File: config.mk
export PLATFORM = sky130hd
export DESIGN_NAME = bus_controller
export DESIGN_NICKNAME = d
export VERILOG_FILES = /design/src/bus_pkg.sv /design/src/bus_controller.sv /design/src/cpu_read_return.sv /design/src/bus_cycle_latch.sv /design/src/bank_registers.sv /design/src/cpu_addr_decoder.sv
export SDC_FILE = /design/constraint.sdc
export NUM_CORES = 1
export LEC_CHECK = 0
export BUFFER_PORTS_ARGS = -buffer_cell sky130_fd_sc_hd__buf_4
export CAP_MARGIN = 20
export CORE_UTILIZATION = 39
export DETAILED_ROUTE_END_ITERATION = 10
export PLACE_DENSITY = 0.76
export SYNTH_ARGS = -nofsm -noshare
export SYNTH_HDL_FRONTEND = slang
export SYNTH_SLANG_ARGS = --single-unit
File: constraint.sdc
create_clock -name clk6x -period 2 [get_ports clk6x]
set_input_delay 0 -clock clk6x [delete_from_list [all_inputs] [get_ports clk6x]]
set_output_delay 0 -clock clk6x [all_outputs]
set_load 0.05 [all_outputs]
File: src/bus_pkg.sv
// shared address map constants and bus structs for the 65C816 bus controller, imported by every module
package bus_pkg;

    // cpu side widths
    localparam int CPU_AW = 16;
    localparam int ABL_W = 12;
    localparam int DATA_W = 8;

    // memory high address covers bits 20:12
    localparam int MEM_AHW = 9;

    // bank register widths
    localparam int RAMBANK_W = 8;
    localparam int ROMBANK_W = 6;

    // reset rom bank 31 keeps bit 5 clear and maps the rom window to sram
    localparam logic [ROMBANK_W-1:0] ROMBANK_RESET = 6'd31;

    // upper five sram address bits for base low memory
    localparam logic [4:0] LOWMEM_PAGE_BASE = 5'h17;

    // i/o page at 0x9fxx
    localparam logic [7:0] IO_PAGE = 8'h9F;

    // i/o device nibbles in address bits 7:4
    localparam logic [3:0] IO_VIA1 = 4'h0;
    localparam logic [3:0] IO_AURA = 4'h4;
    localparam logic [3:0] IO_SCRB = 4'h5;
    localparam logic [3:0] IO_ENET = 4'h8;

    // vera covers 0x9f20 and 0x9f30 so only bits 7:5 are compared
    localparam logic [2:0] IO_VERA_PREFIX = 3'b001;

    // address bits 15:1 for the RAMBANK/ROMBANK pair at 0x0000/0x0001
    localparam logic [CPU_AW-2:0] BANKREG_ADDR_HI = '0;

    // decode result with one flag per target
    typedef struct packed {
        logic sram;
        logic vera;
        logic aura;
        logic enet;
        logic bootrom;
        logic scrb;
        logic via1;
        logic bankreg;
        // cleared for the rom area
        logic wr_allowed;
    } bus_sel_t;

    // one cpu bus cycle as seen at setup_cs
    typedef struct packed {
        logic [CPU_AW-1:0] addr;
        // 1 = read, 0 = write
        logic              rwn;
    } cpu_cycle_t;

endpackage
File: src/bus_controller.sv
// top of the cpu side bus controller, connects decoder, cycle latch, bank registers and read return
`timescale 1ns/10ps

module bus_controller import bus_pkg::*;
(
    // 48 MHz system clock
    input  logic                    clk6x,
    input  logic                    resetn,
    // cpu data and address
    output logic [DATA_W-1:0]       cpu_db_o,
    input  logic [DATA_W-1:0]       cpu_db_i,
    input  logic [CPU_AW-1:ABL_W]   cpu_abh_i,
    input  logic                    cpu_rw_i,
    // memory bus, low address shared with the cpu
    output logic [MEM_AHW-1:0]      mem_abh_o,
    output logic [ABL_W-1:0]        memcpu_abl_o,
    input  logic [ABL_W-1:0]        memcpu_abl_i,
    input  logic [DATA_W-1:0]       mem_db_i,
    output logic [DATA_W-1:0]       mem_db_o,
    // external strobes and selects
    output logic                    mem_rdn_o,
    output logic                    mem_wrn_o,
    output logic                    sram_csn_o,
    output logic                    vera_csn_o,
    output logic                    aura_csn_o,
    output logic                    enet_csn_o,
    // cpu cycle phases from the clock phaser
    input  logic                    setup_cs,
    input  logic                    release_wr,
    input  logic                    release_cs,
    // internal slave side
    output logic [CPU_AW-1:0]       nora_slv_addr_o,
    output logic [DATA_W-1:0]       nora_slv_datawr_o,
    output logic                    nora_slv_datawr_valid,
    input  logic [DATA_W-1:0]       nora_slv_data_i,
    output logic                    nora_slv_req_bootrom_o,
    output logic                    nora_slv_req_scrb_o,
    output logic                    nora_slv_req_via1_o,
    output logic                    nora_slv_rwn_o,
    // usable ram banks, from scrb
    input  logic [DATA_W-1:0]       rambank_mask_i
);

    cpu_cycle_t           cpu_cycle;
    cpu_cycle_t           slv_cycle;
    bus_sel_t             dec_sel;
    logic [MEM_AHW-1:0]   dec_abh;
    logic [RAMBANK_W-1:0] rambank;
    logic [ROMBANK_W-1:0] rombank;
    logic                 bankreg_sel;
    logic                 int_req;

    // full cpu address from the two halves
    assign cpu_cycle.addr = {cpu_abh_i, memcpu_abl_i};
    assign cpu_cycle.rwn = cpu_rw_i;

    // write data is only stable at the end of the cycle
    assign mem_db_o = cpu_db_i;
    assign nora_slv_datawr_o = cpu_db_i;
    assign nora_slv_datawr_valid = release_cs;

    assign nora_slv_addr_o = slv_cycle.addr;
    assign nora_slv_rwn_o = slv_cycle.rwn;
    // any internal slave with its own read data
    assign int_req = nora_slv_req_bootrom_o || nora_slv_req_scrb_o || nora_slv_req_via1_o;

    cpu_addr_decoder u_cpu_addr_decoder (
        .cycle_i   (cpu_cycle),
        .rambank_i (rambank),
        .rombank_i (rombank),
        .sel_o     (dec_sel),
        .mem_abh_o (dec_abh)
    );

    bus_cycle_latch u_bus_cycle_latch (
        .clk6x             (clk6x),
        .resetn            (resetn),
        .setup_cs_i        (setup_cs),
        .release_wr_i      (release_wr),
        .release_cs_i      (release_cs),
        .cycle_i           (cpu_cycle),
        .sel_i             (dec_sel),
        .mem_abh_i         (dec_abh),
        .abl_i             (memcpu_abl_i),
        .mem_abh_o         (mem_abh_o),
        .memcpu_abl_o      (memcpu_abl_o),
        .sram_csn_o        (sram_csn_o),
        .vera_csn_o        (vera_csn_o),
        .aura_csn_o        (aura_csn_o),
        .enet_csn_o        (enet_csn_o),
        .mem_rdn_o         (mem_rdn_o),
        .mem_wrn_o         (mem_wrn_o),
        .slv_req_bootrom_o (nora_slv_req_bootrom_o),
        .slv_req_scrb_o    (nora_slv_req_scrb_o),
        .slv_req_via1_o    (nora_slv_req_via1_o),
        .bankreg_sel_o     (bankreg_sel),
        .slv_cycle_o       (slv_cycle)
    );

    bank_registers u_bank_registers (
        .clk6x          (clk6x),
        .resetn         (resetn),
        .release_cs_i   (release_cs),
        .bankreg_sel_i  (bankreg_sel),
        .cycle_i        (slv_cycle),
        .wdata_i        (cpu_db_i),
        .rambank_mask_i (rambank_mask_i),
        .rambank_o      (rambank),
        .rombank_o      (rombank)
    );

    cpu_read_return u_cpu_read_return (
        .clk6x         (clk6x),
        .mem_rdn_i     (mem_rdn_o),
        .bankreg_sel_i (bankreg_sel),
        .slv_addr0_i   (slv_cycle.addr[0]),
        .int_req_i     (int_req),
        .rambank_i     (rambank),
        .rombank_i     (rombank),
        .mem_db_i      (mem_db_i),
        .slv_data_i    (nora_slv_data_i),
        .cpu_db_o      (cpu_db_o)
    );

endmodule

File: src/cpu_read_return.sv
// registered read data toward the cpu, picked from memory, bank registers or internal slaves
`timescale 1ns/10ps

module cpu_read_return import bus_pkg::*;
(
    input  logic                 clk6x,
    // external read in progress
    input  logic                 mem_rdn_i,
    // bank register access and which one
    input  logic                 bankreg_sel_i,
    input  logic                 slv_addr0_i,
    // bootrom, scrb or via1 request
    input  logic                 int_req_i,
    input  logic [RAMBANK_W-1:0] rambank_i,
    input  logic [ROMBANK_W-1:0] rombank_i,
    input  logic [DATA_W-1:0]    mem_db_i,
    input  logic [DATA_W-1:0]    slv_data_i,
    output logic [DATA_W-1:0]    cpu_db_o
);

    // holds its value when no source is active
    always_ff @(posedge clk6x)
    begin
        if (!mem_rdn_i)
        begin
            // external memory or device
            cpu_db_o <= mem_db_i;
        end
        else if (bankreg_sel_i)
        begin
            if (!slv_addr0_i)
            begin
                cpu_db_o <= rambank_i;
            end
            else
            begin
                // rombank is narrower, zero-extend
                cpu_db_o <= {{(DATA_W-ROMBANK_W){1'b0}}, rombank_i};
            end
        end
        else if (int_req_i)
        begin
            cpu_db_o <= slv_data_i;
        end
    end

endmodule

File: src/bus_cycle_latch.sv
// holds the decoded cpu cycle from setup_cs to release_cs and drives the memory bus strobes
`timescale 1ns/10ps

module bus_cycle_latch import bus_pkg::*;
(
    input  logic               clk6x,
    input  logic               resetn,
    // cpu cycle phases
    input  logic               setup_cs_i,
    input  logic               release_wr_i,
    input  logic               release_cs_i,
    // decode of the current cpu address
    input  cpu_cycle_t         cycle_i,
    input  bus_sel_t           sel_i,
    input  logic [MEM_AHW-1:0] mem_abh_i,
    input  logic [ABL_W-1:0]   abl_i,
    // memory bus address
    output logic [MEM_AHW-1:0] mem_abh_o,
    output logic [ABL_W-1:0]   memcpu_abl_o,
    // external chip-selects and strobes, active low
    output logic               sram_csn_o,
    output logic               vera_csn_o,
    output logic               aura_csn_o,
    output logic               enet_csn_o,
    output logic               mem_rdn_o,
    output logic               mem_wrn_o,
    // internal slave requests
    output logic               slv_req_bootrom_o,
    output logic               slv_req_scrb_o,
    output logic               slv_req_via1_o,
    output logic               bankreg_sel_o,
    // latched address and direction for the internal slaves
    output cpu_cycle_t         slv_cycle_o
);

    logic ext_sel;

    // any device on the external memory bus
    assign ext_sel = sel_i.sram || sel_i.vera || sel_i.aura || sel_i.enet;

    // selects and strobes, release_cs last so it wins over setup_cs
    always_ff @(posedge clk6x)
    begin
        if (!resetn)
        begin
            sram_csn_o <= 1'b1;
            vera_csn_o <= 1'b1;
            aura_csn_o <= 1'b1;
            enet_csn_o <= 1'b1;
            mem_rdn_o <= 1'b1;
            mem_wrn_o <= 1'b1;
            slv_req_bootrom_o <= 1'b0;
            slv_req_scrb_o <= 1'b0;
            slv_req_via1_o <= 1'b0;
            bankreg_sel_o <= 1'b0;
        end
        else
        begin
            if (setup_cs_i)
            begin
                sram_csn_o <= !sel_i.sram;
                vera_csn_o <= !sel_i.vera;
                aura_csn_o <= !sel_i.aura;
                enet_csn_o <= !sel_i.enet;
                mem_rdn_o <= !(ext_sel && cycle_i.rwn);
                // rom area never gets a write strobe
                mem_wrn_o <= !(ext_sel && !cycle_i.rwn && sel_i.wr_allowed);
                slv_req_bootrom_o <= sel_i.bootrom;
                slv_req_scrb_o <= sel_i.scrb;
                slv_req_via1_o <= sel_i.via1;
                bankreg_sel_o <= sel_i.bankreg;
            end
            // early write release gives hold time before cs goes away
            if (release_wr_i)
            begin
                mem_wrn_o <= 1'b1;
            end
            if (release_cs_i)
            begin
                sram_csn_o <= 1'b1;
                vera_csn_o <= 1'b1;
                aura_csn_o <= 1'b1;
                enet_csn_o <= 1'b1;
                mem_rdn_o <= 1'b1;
                mem_wrn_o <= 1'b1;
                slv_req_bootrom_o <= 1'b0;
                slv_req_scrb_o <= 1'b0;
                slv_req_via1_o <= 1'b0;
                bankreg_sel_o <= 1'b0;
            end
        end
    end

    // address payload
    always_ff @(posedge clk6x)
    begin
        if (setup_cs_i)
        begin
            memcpu_abl_o <= abl_i;
            slv_cycle_o <= cycle_i;
            // high address only moves for sram
            if (sel_i.sram)
            begin
                mem_abh_o <= mem_abh_i;
            end
        end
    end

endmodule

File: src/bank_registers.sv
// RAMBANK and ROMBANK registers, written by the cpu at the end of a bank register cycle
`timescale 1ns/10ps

module bank_registers import bus_pkg::*;
(
    input  logic                 clk6x,
    input  logic                 resetn,
    // end of cpu cycle
    input  logic                 release_cs_i,
    // latched bank register select
    input  logic                 bankreg_sel_i,
    // latched address and direction
    input  cpu_cycle_t           cycle_i,
    // cpu write data valid only at release_cs
    input  logic [DATA_W-1:0]    wdata_i,
    // usable ram banks from scrb
    input  logic [DATA_W-1:0]    rambank_mask_i,
    output logic [RAMBANK_W-1:0] rambank_o,
    output logic [ROMBANK_W-1:0] rombank_o
);

    logic bank_wr;

    // write strobe for either register
    assign bank_wr = release_cs_i && bankreg_sel_i && !cycle_i.rwn;

    always_ff @(posedge clk6x)
    begin
        if (!resetn)
        begin
            rambank_o <= '0;
            // rom bank 31 after reset
            rombank_o <= ROMBANK_RESET;
        end
        else if (bank_wr)
        begin
            if (!cycle_i.addr[0])
            begin
                // RAMBANK at 0x0000 limited to the fitted ram
                rambank_o <= wdata_i & rambank_mask_i;
            end
            else
            begin
                // ROMBANK at 0x0001 drops the upper data bits
                rombank_o <= wdata_i[ROMBANK_W-1:0];
            end
        end
    end

endmodule

File: src/cpu_addr_decoder.sv
// combinational cpu address decode into target selects and sram high address, used by the bus controller
`timescale 1ns/10ps

module cpu_addr_decoder import bus_pkg::*;
(
    // current cpu address and direction
    input  cpu_cycle_t           cycle_i,
    // bank numbers from the bank registers
    input  logic [RAMBANK_W-1:0] rambank_i,
    input  logic [ROMBANK_W-1:0] rombank_i,
    // decode result
    output bus_sel_t             sel_o,
    output logic [MEM_AHW-1:0]   mem_abh_o
);

    logic [CPU_AW-1:0] addr;
    logic [3:0]        io_nibble;

    assign addr = cycle_i.addr;
    // device index inside the i/o page
    assign io_nibble = addr[7:4];

    always_comb
    begin
        // nothing selected unless a region matches
        sel_o = '0;
        sel_o.wr_allowed = 1'b1;
        // low memory mapping as default, only loaded by the latch for sram
        mem_abh_o = {LOWMEM_PAGE_BASE, addr[15:12]};

        if (addr[15:14] == 2'b11)
        begin
            // 0xc000-0xffff, 16k rom window
            sel_o.wr_allowed = 1'b0;
            if (rombank_i[ROMBANK_W-1])
            begin
                // banks 32 and up map to the boot rom inside the fpga
                sel_o.bootrom = 1'b1;
            end
            else
            begin
                // rom banks sit at the top of sram
                sel_o.sram = 1'b1;
                mem_abh_o = {2'b11, rombank_i[ROMBANK_W-2:0], addr[13:12]};
            end
        end
        else if (addr[15:13] == 3'b101)
        begin
            // 0xa000-0xbfff, 8k ram window from the bottom of sram
            sel_o.sram = 1'b1;
            mem_abh_o = {rambank_i, addr[12]};
        end
        else if (addr[15:8] == IO_PAGE)
        begin
            // i/o page, unknown nibbles select nothing
            if (io_nibble == IO_VIA1)
            begin
                sel_o.via1 = 1'b1;
            end
            else if (addr[7:5] == IO_VERA_PREFIX)
            begin
                sel_o.vera = 1'b1;
            end
            else if (io_nibble == IO_AURA)
            begin
                sel_o.aura = 1'b1;
            end
            else if (io_nibble == IO_SCRB)
            begin
                sel_o.scrb = 1'b1;
            end
            else if (io_nibble == IO_ENET)
            begin
                sel_o.enet = 1'b1;
            end
        end
        else if (addr[CPU_AW-1:1] == BANKREG_ADDR_HI)
        begin
            // RAMBANK at 0x0000, ROMBANK at 0x0001
            sel_o.bankreg = 1'b1;
        end
        else
        begin
            // rest of the map is base low memory
            sel_o.sram = 1'b1;
        end
    end

endmodule

Word-level counts from Yosys, hierarchy flattened. Cells that the tools add are included.

Reductions and logical operators: 25. Mux-type cells: 35. Equal/unequal tests: 8. Bitwise operators: 3.

Operators by type and width (count): $mux 8 (5); $mux 1 (20); $mux 3 (6); $mux 9 (2); $logic_not 15->1 (1); $and 8x8->8 (1); $eq 4x3->1 const B (2); $eq 8x8->1 const B (1); $logic_not 1->1 (8); $reduce_and 2->1 (3); $logic_and 1x1->1 (5); $logic_or 1x1->1 (5); $eq 4x4->1 const B (1); $logic_not 4->1 (1); $mux 2 (2); $eq 3x1->1 const B (1); $eq 3x3->1 const B (1); $ne 3x3->1 const B (1); $reduce_or 3->1 (1); $eq 2x2->1 const B (1); $not 1->1 (2); $reduce_or 2->1 (1).

Input port bits: 54. Bits in registers: 70.

Depth between registers and ports, before layout. Gate-level depths: netlist (run 1).

Depth after elaboration: 15. Gate-level depth with buffers: 5. Mapped depth without buffers: 4.

By module. A second synthesis (run 1) with hierarchy kept.

Cells, all modules: 246. Area total of the unflattened synthesis: 3054.2 µm².

By module, submodules not included: bus_cycle_latch (times used 1, cells an instance 80, seq. area each 1341.3 µm², area an instance 1529.0 µm²); bank_registers (times used 1, cells an instance 63, seq. area each 280.3 µm², area an instance 626.9 µm²); cpu_read_return (times used 1, cells an instance 41, seq. area each 240.2 µm², area an instance 498.0 µm²); cpu_addr_decoder (times used 1, cells an instance 44, seq. area each 0.0 µm², area an instance 266.5 µm²); bus_controller (times used 1, cells an instance 18, seq. area each 0.0 µm², area an instance 133.9 µm²).

Least setup slack after synthesis (run 1). Ideal clock, no wire load.

Path kind: flip-flop to flip-flop. Start point: reg u_bus_cycle_latch.mem_rdn_o. End point: reg u_cpu_read_return.cpu_db_o[0] (data pin). Path slack: 369 ps. Cell stages (with the launch flop): 3. Required time: 1740 ps. Data arrival time: 1371 ps. Clock period less this slack: 1631 ps. Library setup time: 260 ps. Buffers on the path: 1. Cell sequence: dfxtp_1 -> buf_1 -> mux2_2.

Word-level cells in the longest chain between the ends: 1.

RTL lines: start, declared (RTL line bus_cycle_latch.sv:25) `output logic mem_rdn_o,`; start signal, assigned (RTL line bus_cycle_latch.sv:65) `mem_rdn_o <= !(ext_sel && cycle_i.rwn);`; $mux 8 (RTL line cpu_read_return.sv:24) `if (!mem_rdn_i)`; end signal, assigned (RTL line cpu_read_return.sv:27) `cpu_db_o <= mem_db_i;`; end signal, assigned (RTL line cpu_read_return.sv:33) `cpu_db_o <= rambank_i;`; end signal, assigned (RTL line cpu_read_return.sv:38) `cpu_db_o <= {{(DATA_W-ROMBANK_W){1'b0}}, rombank_i};`; end, declared (RTL line cpu_read_return.sv:18) `output logic [DATA_W-1:0] cpu_db_o`.

No other way between the ends. A chain may end at the register's enable or synchronous reset.

Final worst setup path (run 1).
Start point: reg u_bus_cycle_latch.slv_cycle_o[1] (netlist bit). End point: reg u_bank_registers.rambank_o[5].

Word-level cells in the longest chain between the ends: 2.

RTL lines: start, declared (RTL line bus_cycle_latch.sv:33) `output cpu_cycle_t slv_cycle_o`; start signal, assigned (RTL line bus_cycle_latch.sv:100) `slv_cycle_o <= cycle_i;`; $not 1->1 (no line); $reduce_and 2->1 (no line); end signal, assigned (RTL line bank_registers.sv:40) `rambank_o <= wdata_i & rambank_mask_i;`; end, declared (RTL line bank_registers.sv:18) `output logic [RAMBANK_W-1:0] rambank_o,`.

No other way between the ends.

==> results of run 1 <==
## layout by cell type, fill, tap and decap left out, drive strengths merged, types with 4 or more instances in the layout
cell type / synthesis / final
buf: 38 / 134
dlygate4sd3: 0 / 44
edfxtp: 34 / 34
nor2: 24 / 24
nand2: 24 / 24
dfxtp: 24 / 24
mux2i: 13 / 13
nand3: 11 / 11
clkbuf: 6 / 11
a21boi: 8 / 8
a21oi: 7 / 7
mux2: 7 / 7
nor4: 6 / 6
o21ai: 5 / 5
a31oi: 4 / 4
nand2b: 4 / 4
nor3: 4 / 4
## metal layers
layer  global-route usage [%]  vias up  routed length (um)
met4                    11.06        0                 177
met2                    34.56      128                3509
met1                    22.60     1132                2982
li1                         -     1180                   -
met5                        0        -                   0
met3                    4.427       20                 569
## final cells by class
class                   count  area (um2)  area share [%]
repair buffers            178        1446           34.10
well taps                  96       120.1           2.832
clock buffers              11       173.9           4.100
clock inverters             5       33.78          0.7965
inverters                   3       11.26          0.2655
flip-flops and latches     58        1503           35.43
multi-input cells         149       953.4           22.48
## worst max-delay path: cells and delay by family, from the launching register on
| kind | cells | cell delay (ns) |
|---|---|---|
| flops | 1 | 0.53 |
| compound gates | 1 | 0.16 |
| buf+inv | 1 | 0.57 |
| simple gates | 2 | 0.50 |
## sequential cells by signal, summed over array words and instances (netlist names), 6 cells and up
| name | flops |
|---|---|
| u_bank_registers.rambank_o | 8 |
| u_bus_cycle_latch.mem_abh_o | 9 |
| u_bank_registers.rombank_o | 6 |
| u_cpu_read_return.cpu_db_o | 8 |
| u_bus_cycle_latch.slv_cycle_o | 17 |
## worst max-delay path by stage
stage                                                    start                                          to
floorplan             u_bus_cycle_latch.mem_rdn_o$_SDFFE_PP1P_     u_cpu_read_return.cpu_db_o[0]$_DFFE_PP_
global placement    u_bus_cycle_latch.slv_cycle_o[1]$_DFFE_PP_     u_cpu_read_return.cpu_db_o[1]$_DFFE_PP_
detailed placement  u_bus_cycle_latch.slv_cycle_o[1]$_DFFE_PP_  u_bank_registers.rombank_o[3]$_SDFFE_PN1P_
CTS                 u_bus_cycle_latch.slv_cycle_o[1]$_DFFE_PP_  u_bank_registers.rambank_o[5]$_SDFFE_PN0P_
global route        u_bus_cycle_latch.slv_cycle_o[1]$_DFFE_PP_  u_bank_registers.rambank_o[7]$_SDFFE_PN0P_
finish              u_bus_cycle_latch.slv_cycle_o[1]$_DFFE_PP_  u_bank_registers.rambank_o[5]$_SDFFE_PN0P_
## what timing repair did
action                                 in CTS  in global routing
endpoints found under the hold margin      49                  0
setup endpoints to repair                   0                  2
resized for setup                           0                  1
buffers inserted                            0                  5
hold buffers                               44                  0
## power by group through the flow
| stage | Combinational, mW | Sequential (mW) | Clock [mW] |
|---|---|---|---|
| global placement | 0.616 | 1.37 | 0 |
| global route | 0.733 | 1.34 | 1.15 |
| detailed placement | 0.620 | 1.37 | 0 |
| finish | 0.700 | 1.34 | 1.08 |
| floorplan | 0.288 | 1.51 | 0 |
| CTS | 0.687 | 1.34 | 1.09 |
## logic make-up (layout without fill, tap and decap cells)
group,Yosys count,count (layout),share of synthesized area (%)
buffers and inverters,47,197,11.10
multiplexers,20,20,7.567
AND/OR/NAND/NOR,90,90,16.90
AO/OA/AOI/OAI,38,38,9.742
XOR/XNOR,1,1,0.3172
flip-flops,58,58,54.37
==> impl_metrics.py, run 1 <==
metrics = {
    "routing": {
        "wirelength_um": 7238,
        "wl_per_cell_um": 14.48,
        "initialDrtViolationCount": 138,
        "via_per_inst": 4.920,
        "vias": 2460,
        "ant_nets": 0,
        "drc": 0,
        "first_pass_iters": 5,
    },
    "finish": {
        "fin_nets": 453,
        "fin_area_um2": 4242,
        "drive_above_1_share_pct": 40.35,
        "finish.utilization_pct": 62.09,
        "stdcell_count": 500,
        "n_antenna_cell": 0,
        "fill_cells": 569,
        "area_growth_pct": 53.60,
    },
    "synthesis": {
        "synth_area_leader_cell": "edfxtp_1",
        "synth_area_leaders": "edfxtp_1, dfxtp_1, buf_4, mux2i_1, nand2_1",
        "ys_seq_area_share_pct": 54.37,
        "ys.flop_type": "edfxtp_1",
        "netlist.area_leader.share_pct": 36.97,
        "synthTopCellsByCount": "edfxtp_1, buf_4, dfxtp_1, nand2_1, nor2_1",
        "postSynthCellCount": 254,
        "yosysUniqueCellTypes": 42,
        "ys_async_sr_fraction_pct": 0,
        "synth_nets": 308,
        "synth_most_common_cell": "edfxtp_1",
        "syn_avg_cell_area_um2": 10.87,
        "syn-cell-area_um2": 2761,
        "synth_edf_count": 34,
        "ys_warn_count": 0,
        "ys_seq_elements": 58,
    },
    "clock_tree": {
        "cts_tree": "done",
        "clock_sinks": 58,
        "ctsRootBufferMaster": "clkbuf_8",
        "clkTransAtPathRegs_ns": 0.06,
        "ctsLongestPathBuffers": 2,
        "clk_latency_ns": 0.34,
        "cts_inserted_buffers": 9,
        "h-tree-depth": 3,
    },
    "global_routing": {
        "grt_pass1_vias": 2428,
        "antenna_found_initial": 0,
        "grt_pass1_wl_um": 11220,
        "grt_usage_pct": 19.89,
        "grt.overflow.total": 0,
        "grt_max_degree": 36,
    },
    "timing": {
        "post-route-period-util_pct": 91.85,
        "hold_slack_ns": 0.02270,
        "slew_violations": 0,
        "rsz0062_at_grt": "no",
        "finalSetupViolCount": 0,
        "fin_setup_tns_ns": 0,
        "worst_slew_pin_slew_ns": 0.7775,
        "fin_ws_ns": 0.1630,
        "min_period_ns": 1.837,
        "max_slew_margin_pct": 47.89,
        "hold_violations": 0,
        "skew_ns": 0.006625,
        "fmax_ghz": 0.5444,
    },
    "worst_setup_path": {
        "endpoint_kind": "register",
        "path_class": "reg -> reg",
        "reg2regPathDepth": 4,
        "critPathMaxFanout": 9,
        "ff2ff_setup_slack_ns": 0.16,
        "reg2reg_from": "u_bus_cycle_latch.slv_cycle_o[1]$_DFFE_PP_",
        "reg2reg_to": "u_bank_registers.rambank_o[5]$_SDFFE_PN0P_",
        "critPathLaunchType": "register",
        "crit_required_ns": 2.26,
        "cpMaxStageDelayCell": "dlygate4sd3_1",
        "worstPathCellList": "nor3_2 > nand3_1 > dlygate4sd3_1 > a21boi_0",
        "crit_path_max_incr_delay_ns": 0.57,
        "crit_arrival_ns": 2.10,
    },
    "power_and_ir_drop": {
        "swShare_pct": 30.12,
        "total_power_mw": 3.119,
        "sequentialPowerShare_pct": 43.0,
        "p_per_area_nw_per_um2": 735.4,
        "p_clk_share_pct": 34.6,
        "ir_drop_uv": 343.3,
        "intPower_mw": 2.180,
        "p_switching_mw": 0.9394,
        "p_leak_nw": 1.820,
        "pwr-share-comb_pct": 22.5,
    },
    "worst_hold_path": {
        "hold_class": "in -> reg",
        "min_to": "u_bus_cycle_latch.slv_cycle_o[15]$_DFFE_PP_",
        "min_from": "cpu_abh_i[14]",
        "whs_path_depth": 1,
    },
    "outcome": {
        "status": "completed",
    },
    "floorplan": {
        "die_area_um2": 7421,
        "std_cell_rows": 30,
        "ios": 126,
        "start_util_pct": 40.42,
        "coreArea_um2": 6832,
        "die_h_um": 86.15,
        "die_w_um": 86.15,
    },
    "place": {
        "place_ws_ns": 0.3628,
        "dp_cells": 435,
        "globalplace.congestion": 0.8247,
        "dp_hpwl_um": 5223,
        "numPortBuffers": 125,
        "place_area_um2": 3555,
    },
    "run": {
        "maxCapViolCount": 0,
    },
}
(Power assumes the default switching activity.)
==> run 2, diff against run 1 <==
- CELL_PAD_IN_SITES_DETAIL_PLACEMENT: default -> 0
- CELL_PAD_IN_SITES_GLOBAL_PLACEMENT: default -> 2
- CORE_UTILIZATION: 39 -> 28
- PLACE_DENSITY: 0.76 -> 0.89
==> run 2 against run 1 <==
Against the previous run:
- largest cell class unchanged
- critical endpoint is now u_bank_registers.rambank_o[7]$_SDFFE_PN0P_
- power down 4.9%
- global-route usage shrank 4.2 points
- first-iteration DRC count shrank 55%
==> impl_metrics.py, run 2 (synthesis results as in run 1) <==
metrics = {
    "timing": {
        "finalSetupViolCount": 0,
        "min_period_ns": 1.783,
        "skew_ns": 0.007366,
        "fin_ws_ns": 0.2173,
        "post-route-period-util_pct": 89.13,
        "hold_slack_ns": 0.1052,
        "fin_setup_tns_ns": 0,
        "hold_violations": 0,
        "worst_slew_pin_slew_ns": 0.8164,
        "max_slew_margin_pct": 45.27,
        "slew_violations": 0,
        "fmax_ghz": 0.5610,
        "rsz0062_at_grt": "no",
    },
    "power_and_ir_drop": {
        "ir_drop_uv": 228.5,
        "intPower_mw": 2.018,
        "total_power_mw": 2.967,
        "pwr-share-comb_pct": 23.6,
        "swShare_pct": 31.98,
        "sequentialPowerShare_pct": 45.2,
        "p_per_area_nw_per_um2": 700.2,
        "p_leak_nw": 1.794,
        "p_switching_mw": 0.9488,
        "p_clk_share_pct": 31.2,
    },
    "clock_tree": {
        "clk_latency_ns": 0.34,
        "cts_inserted_buffers": 9,
        "cts_resized": 0,
        "ctsLongestPathBuffers": 2,
        "h-tree-depth": 3,
        "cts_tree": "done",
        "ctsRootBufferMaster": "clkbuf_8",
        "clock_sinks": 58,
        "clkTransAtPathRegs_ns": 0.07,
    },
    "place": {
        "numPortBuffers": 125,
        "globalplace.congestion": 0.8223,
        "place_ws_ns": 0.3347,
        "dp_hpwl_um": 5640,
    },
    "worst_hold_path": {
        "min_to": "u_cpu_read_return.cpu_db_o[5]$_DFFE_PP_",
        "min_from": "nora_slv_data_i[5]",
        "whs_path_depth": 4,
        "hold_class": "in -> reg",
    },
    "global_routing": {
        "antenna_found_initial": 0,
        "grt_usage_pct": 15.73,
        "grt.overflow.total": 0,
        "grt_pass1_wl_um": 11920,
        "grt_max_degree": 36,
        "grt_pass1_vias": 2374,
    },
    "routing": {
        "first_pass_iters": 5,
        "initialDrtViolationCount": 62,
        "wl_per_cell_um": 14.95,
        "drc": 0,
        "via_per_inst": 4.527,
        "vias": 2413,
        "ant_nets": 0,
        "wirelength_um": 7967,
    },
    "finish": {
        "area_growth_pct": 53.47,
        "final_common_cell": "buf_4",
        "fill_cells": 906,
        "multi_input_area_um2": 953.4,
        "fin_nets": 453,
        "largest_reg_flops": 17,
        "regMostFlops": "u_bus_cycle_latch.slv_cycle_o",
        "n_antenna_cell": 0,
        "final_cell_mix": "buf_4, dlygate4sd3_1, edfxtp_1",
        "seq_area_um2": 1501,
        "drive_above_1_share_pct": 39.36,
        "reg_top3": "u_bus_cycle_latch.slv_cycle_o: 17 flops, u_bus_cycle_latch.mem_abh_o: 9 flops",
    },
    "worst_setup_path": {
        "crit_required_ns": 2.26,
        "path_class": "reg -> reg",
        "reg2regPathDepth": 5,
        "crit_arrival_ns": 2.05,
        "critPathLaunchType": "register",
        "reg2reg_from": "u_bus_cycle_latch.slv_cycle_o[1]$_DFFE_PP_",
        "reg2reg_to": "u_bank_registers.rambank_o[7]$_SDFFE_PN0P_",
        "endpoint_kind": "register",
        "critPathMaxFanout": 8,
        "ff2ff_setup_slack_ns": 0.22,
    },
    "floorplan": {
        "die_w_um": 101.3,
        "die_h_um": 101.3,
        "coreArea_um2": 9415,
        "die_area_um2": 10260,
        "ios": 126,
        "start_util_pct": 29.33,
        "std_cell_rows": 35,
    },
    "run": {
        "maxCapViolCount": 0,
    },
    "outcome": {
        "status": "completed",
    },
}
-- run 2: power by group through the flow --
stage	Combinational (mW)	Sequential [mW]	Clock (mW)
floorplan	0.288	1.51	0
global placement	0.622	1.37	0
detailed placement	0.625	1.37	0
CTS	0.692	1.34	0.935
global route	0.733	1.34	1.01
finish	0.700	1.34	0.927
-- run 2: final cells by class --
cell class / count / share of cell area [%]
clock buffers: 10 / 3.012
repair buffers: 178 / 34.19
multi-input cells: 149 / 22.50
well taps: 129 / 3.809
inverters: 3 / 0.2657
clock inverters: 6 / 0.7972
flip-flops and latches: 58 / 35.43
-- run 2: worst max path at each step --
stage                                                           from                                    endpoint  slack (ns)
after floorplan             u_bus_cycle_latch.mem_rdn_o$_SDFFE_PP1P_     u_cpu_read_return.cpu_db_o[0]$_DFFE_PP_        0.37
after global placement    u_bus_cycle_latch.slv_cycle_o[1]$_DFFE_PP_  u_bank_registers.rombank_o[2]$_SDFFE_PN1P_        0.47
after detailed placement  u_bus_cycle_latch.slv_cycle_o[1]$_DFFE_PP_  u_bank_registers.rombank_o[3]$_SDFFE_PN1P_        0.33
after CTS                 u_bus_cycle_latch.slv_cycle_o[1]$_DFFE_PP_  u_bank_registers.rambank_o[7]$_SDFFE_PN0P_        0.07
after global routing      u_bus_cycle_latch.slv_cycle_o[1]$_DFFE_PP_  u_bank_registers.rambank_o[7]$_SDFFE_PN0P_        0.09
final                     u_bus_cycle_latch.slv_cycle_o[1]$_DFFE_PP_  u_bank_registers.rambank_o[7]$_SDFFE_PN0P_        0.22
-- run 2: per-stage QoR --
step | instance area [um2] | utilization, % | std cells
floorplan | 2761 | - | 254
global placement | 3603 | 38.27 | 469
detailed placement | 3603 | 38.27 | 469
CTS | 4215 | 44.77 | 530
global route | 4238 | 45.01 | 533
finish | 4238 | 45.01 | 533
-- run 2: critical path, stage by stage, from the launching register on --
cell	delay [ns]
edfxtp_1	0.52
nor3_2	0.21
buf_4	0.18
nand3_1	0.08
dlygate4sd3_1	0.55
a21boi_0	0.17
-- run 2: repair_timing --
action | CTS | global route
buffers inserted | 0 | 3
hold buffers | 45 | 0
endpoints found under the hold margin | 49 | 0
setup endpoints to repair | 0 | 3
-- run 2: routing by layer --
layer	GRT usage (%)	vias up	share of wire [%]
li1	-	1177	-
met1	18.10	1120	43
met2	28.21	108	49
met3	4.348	8	7.0
met4	5.017	0	0.74
met5	0	-	0
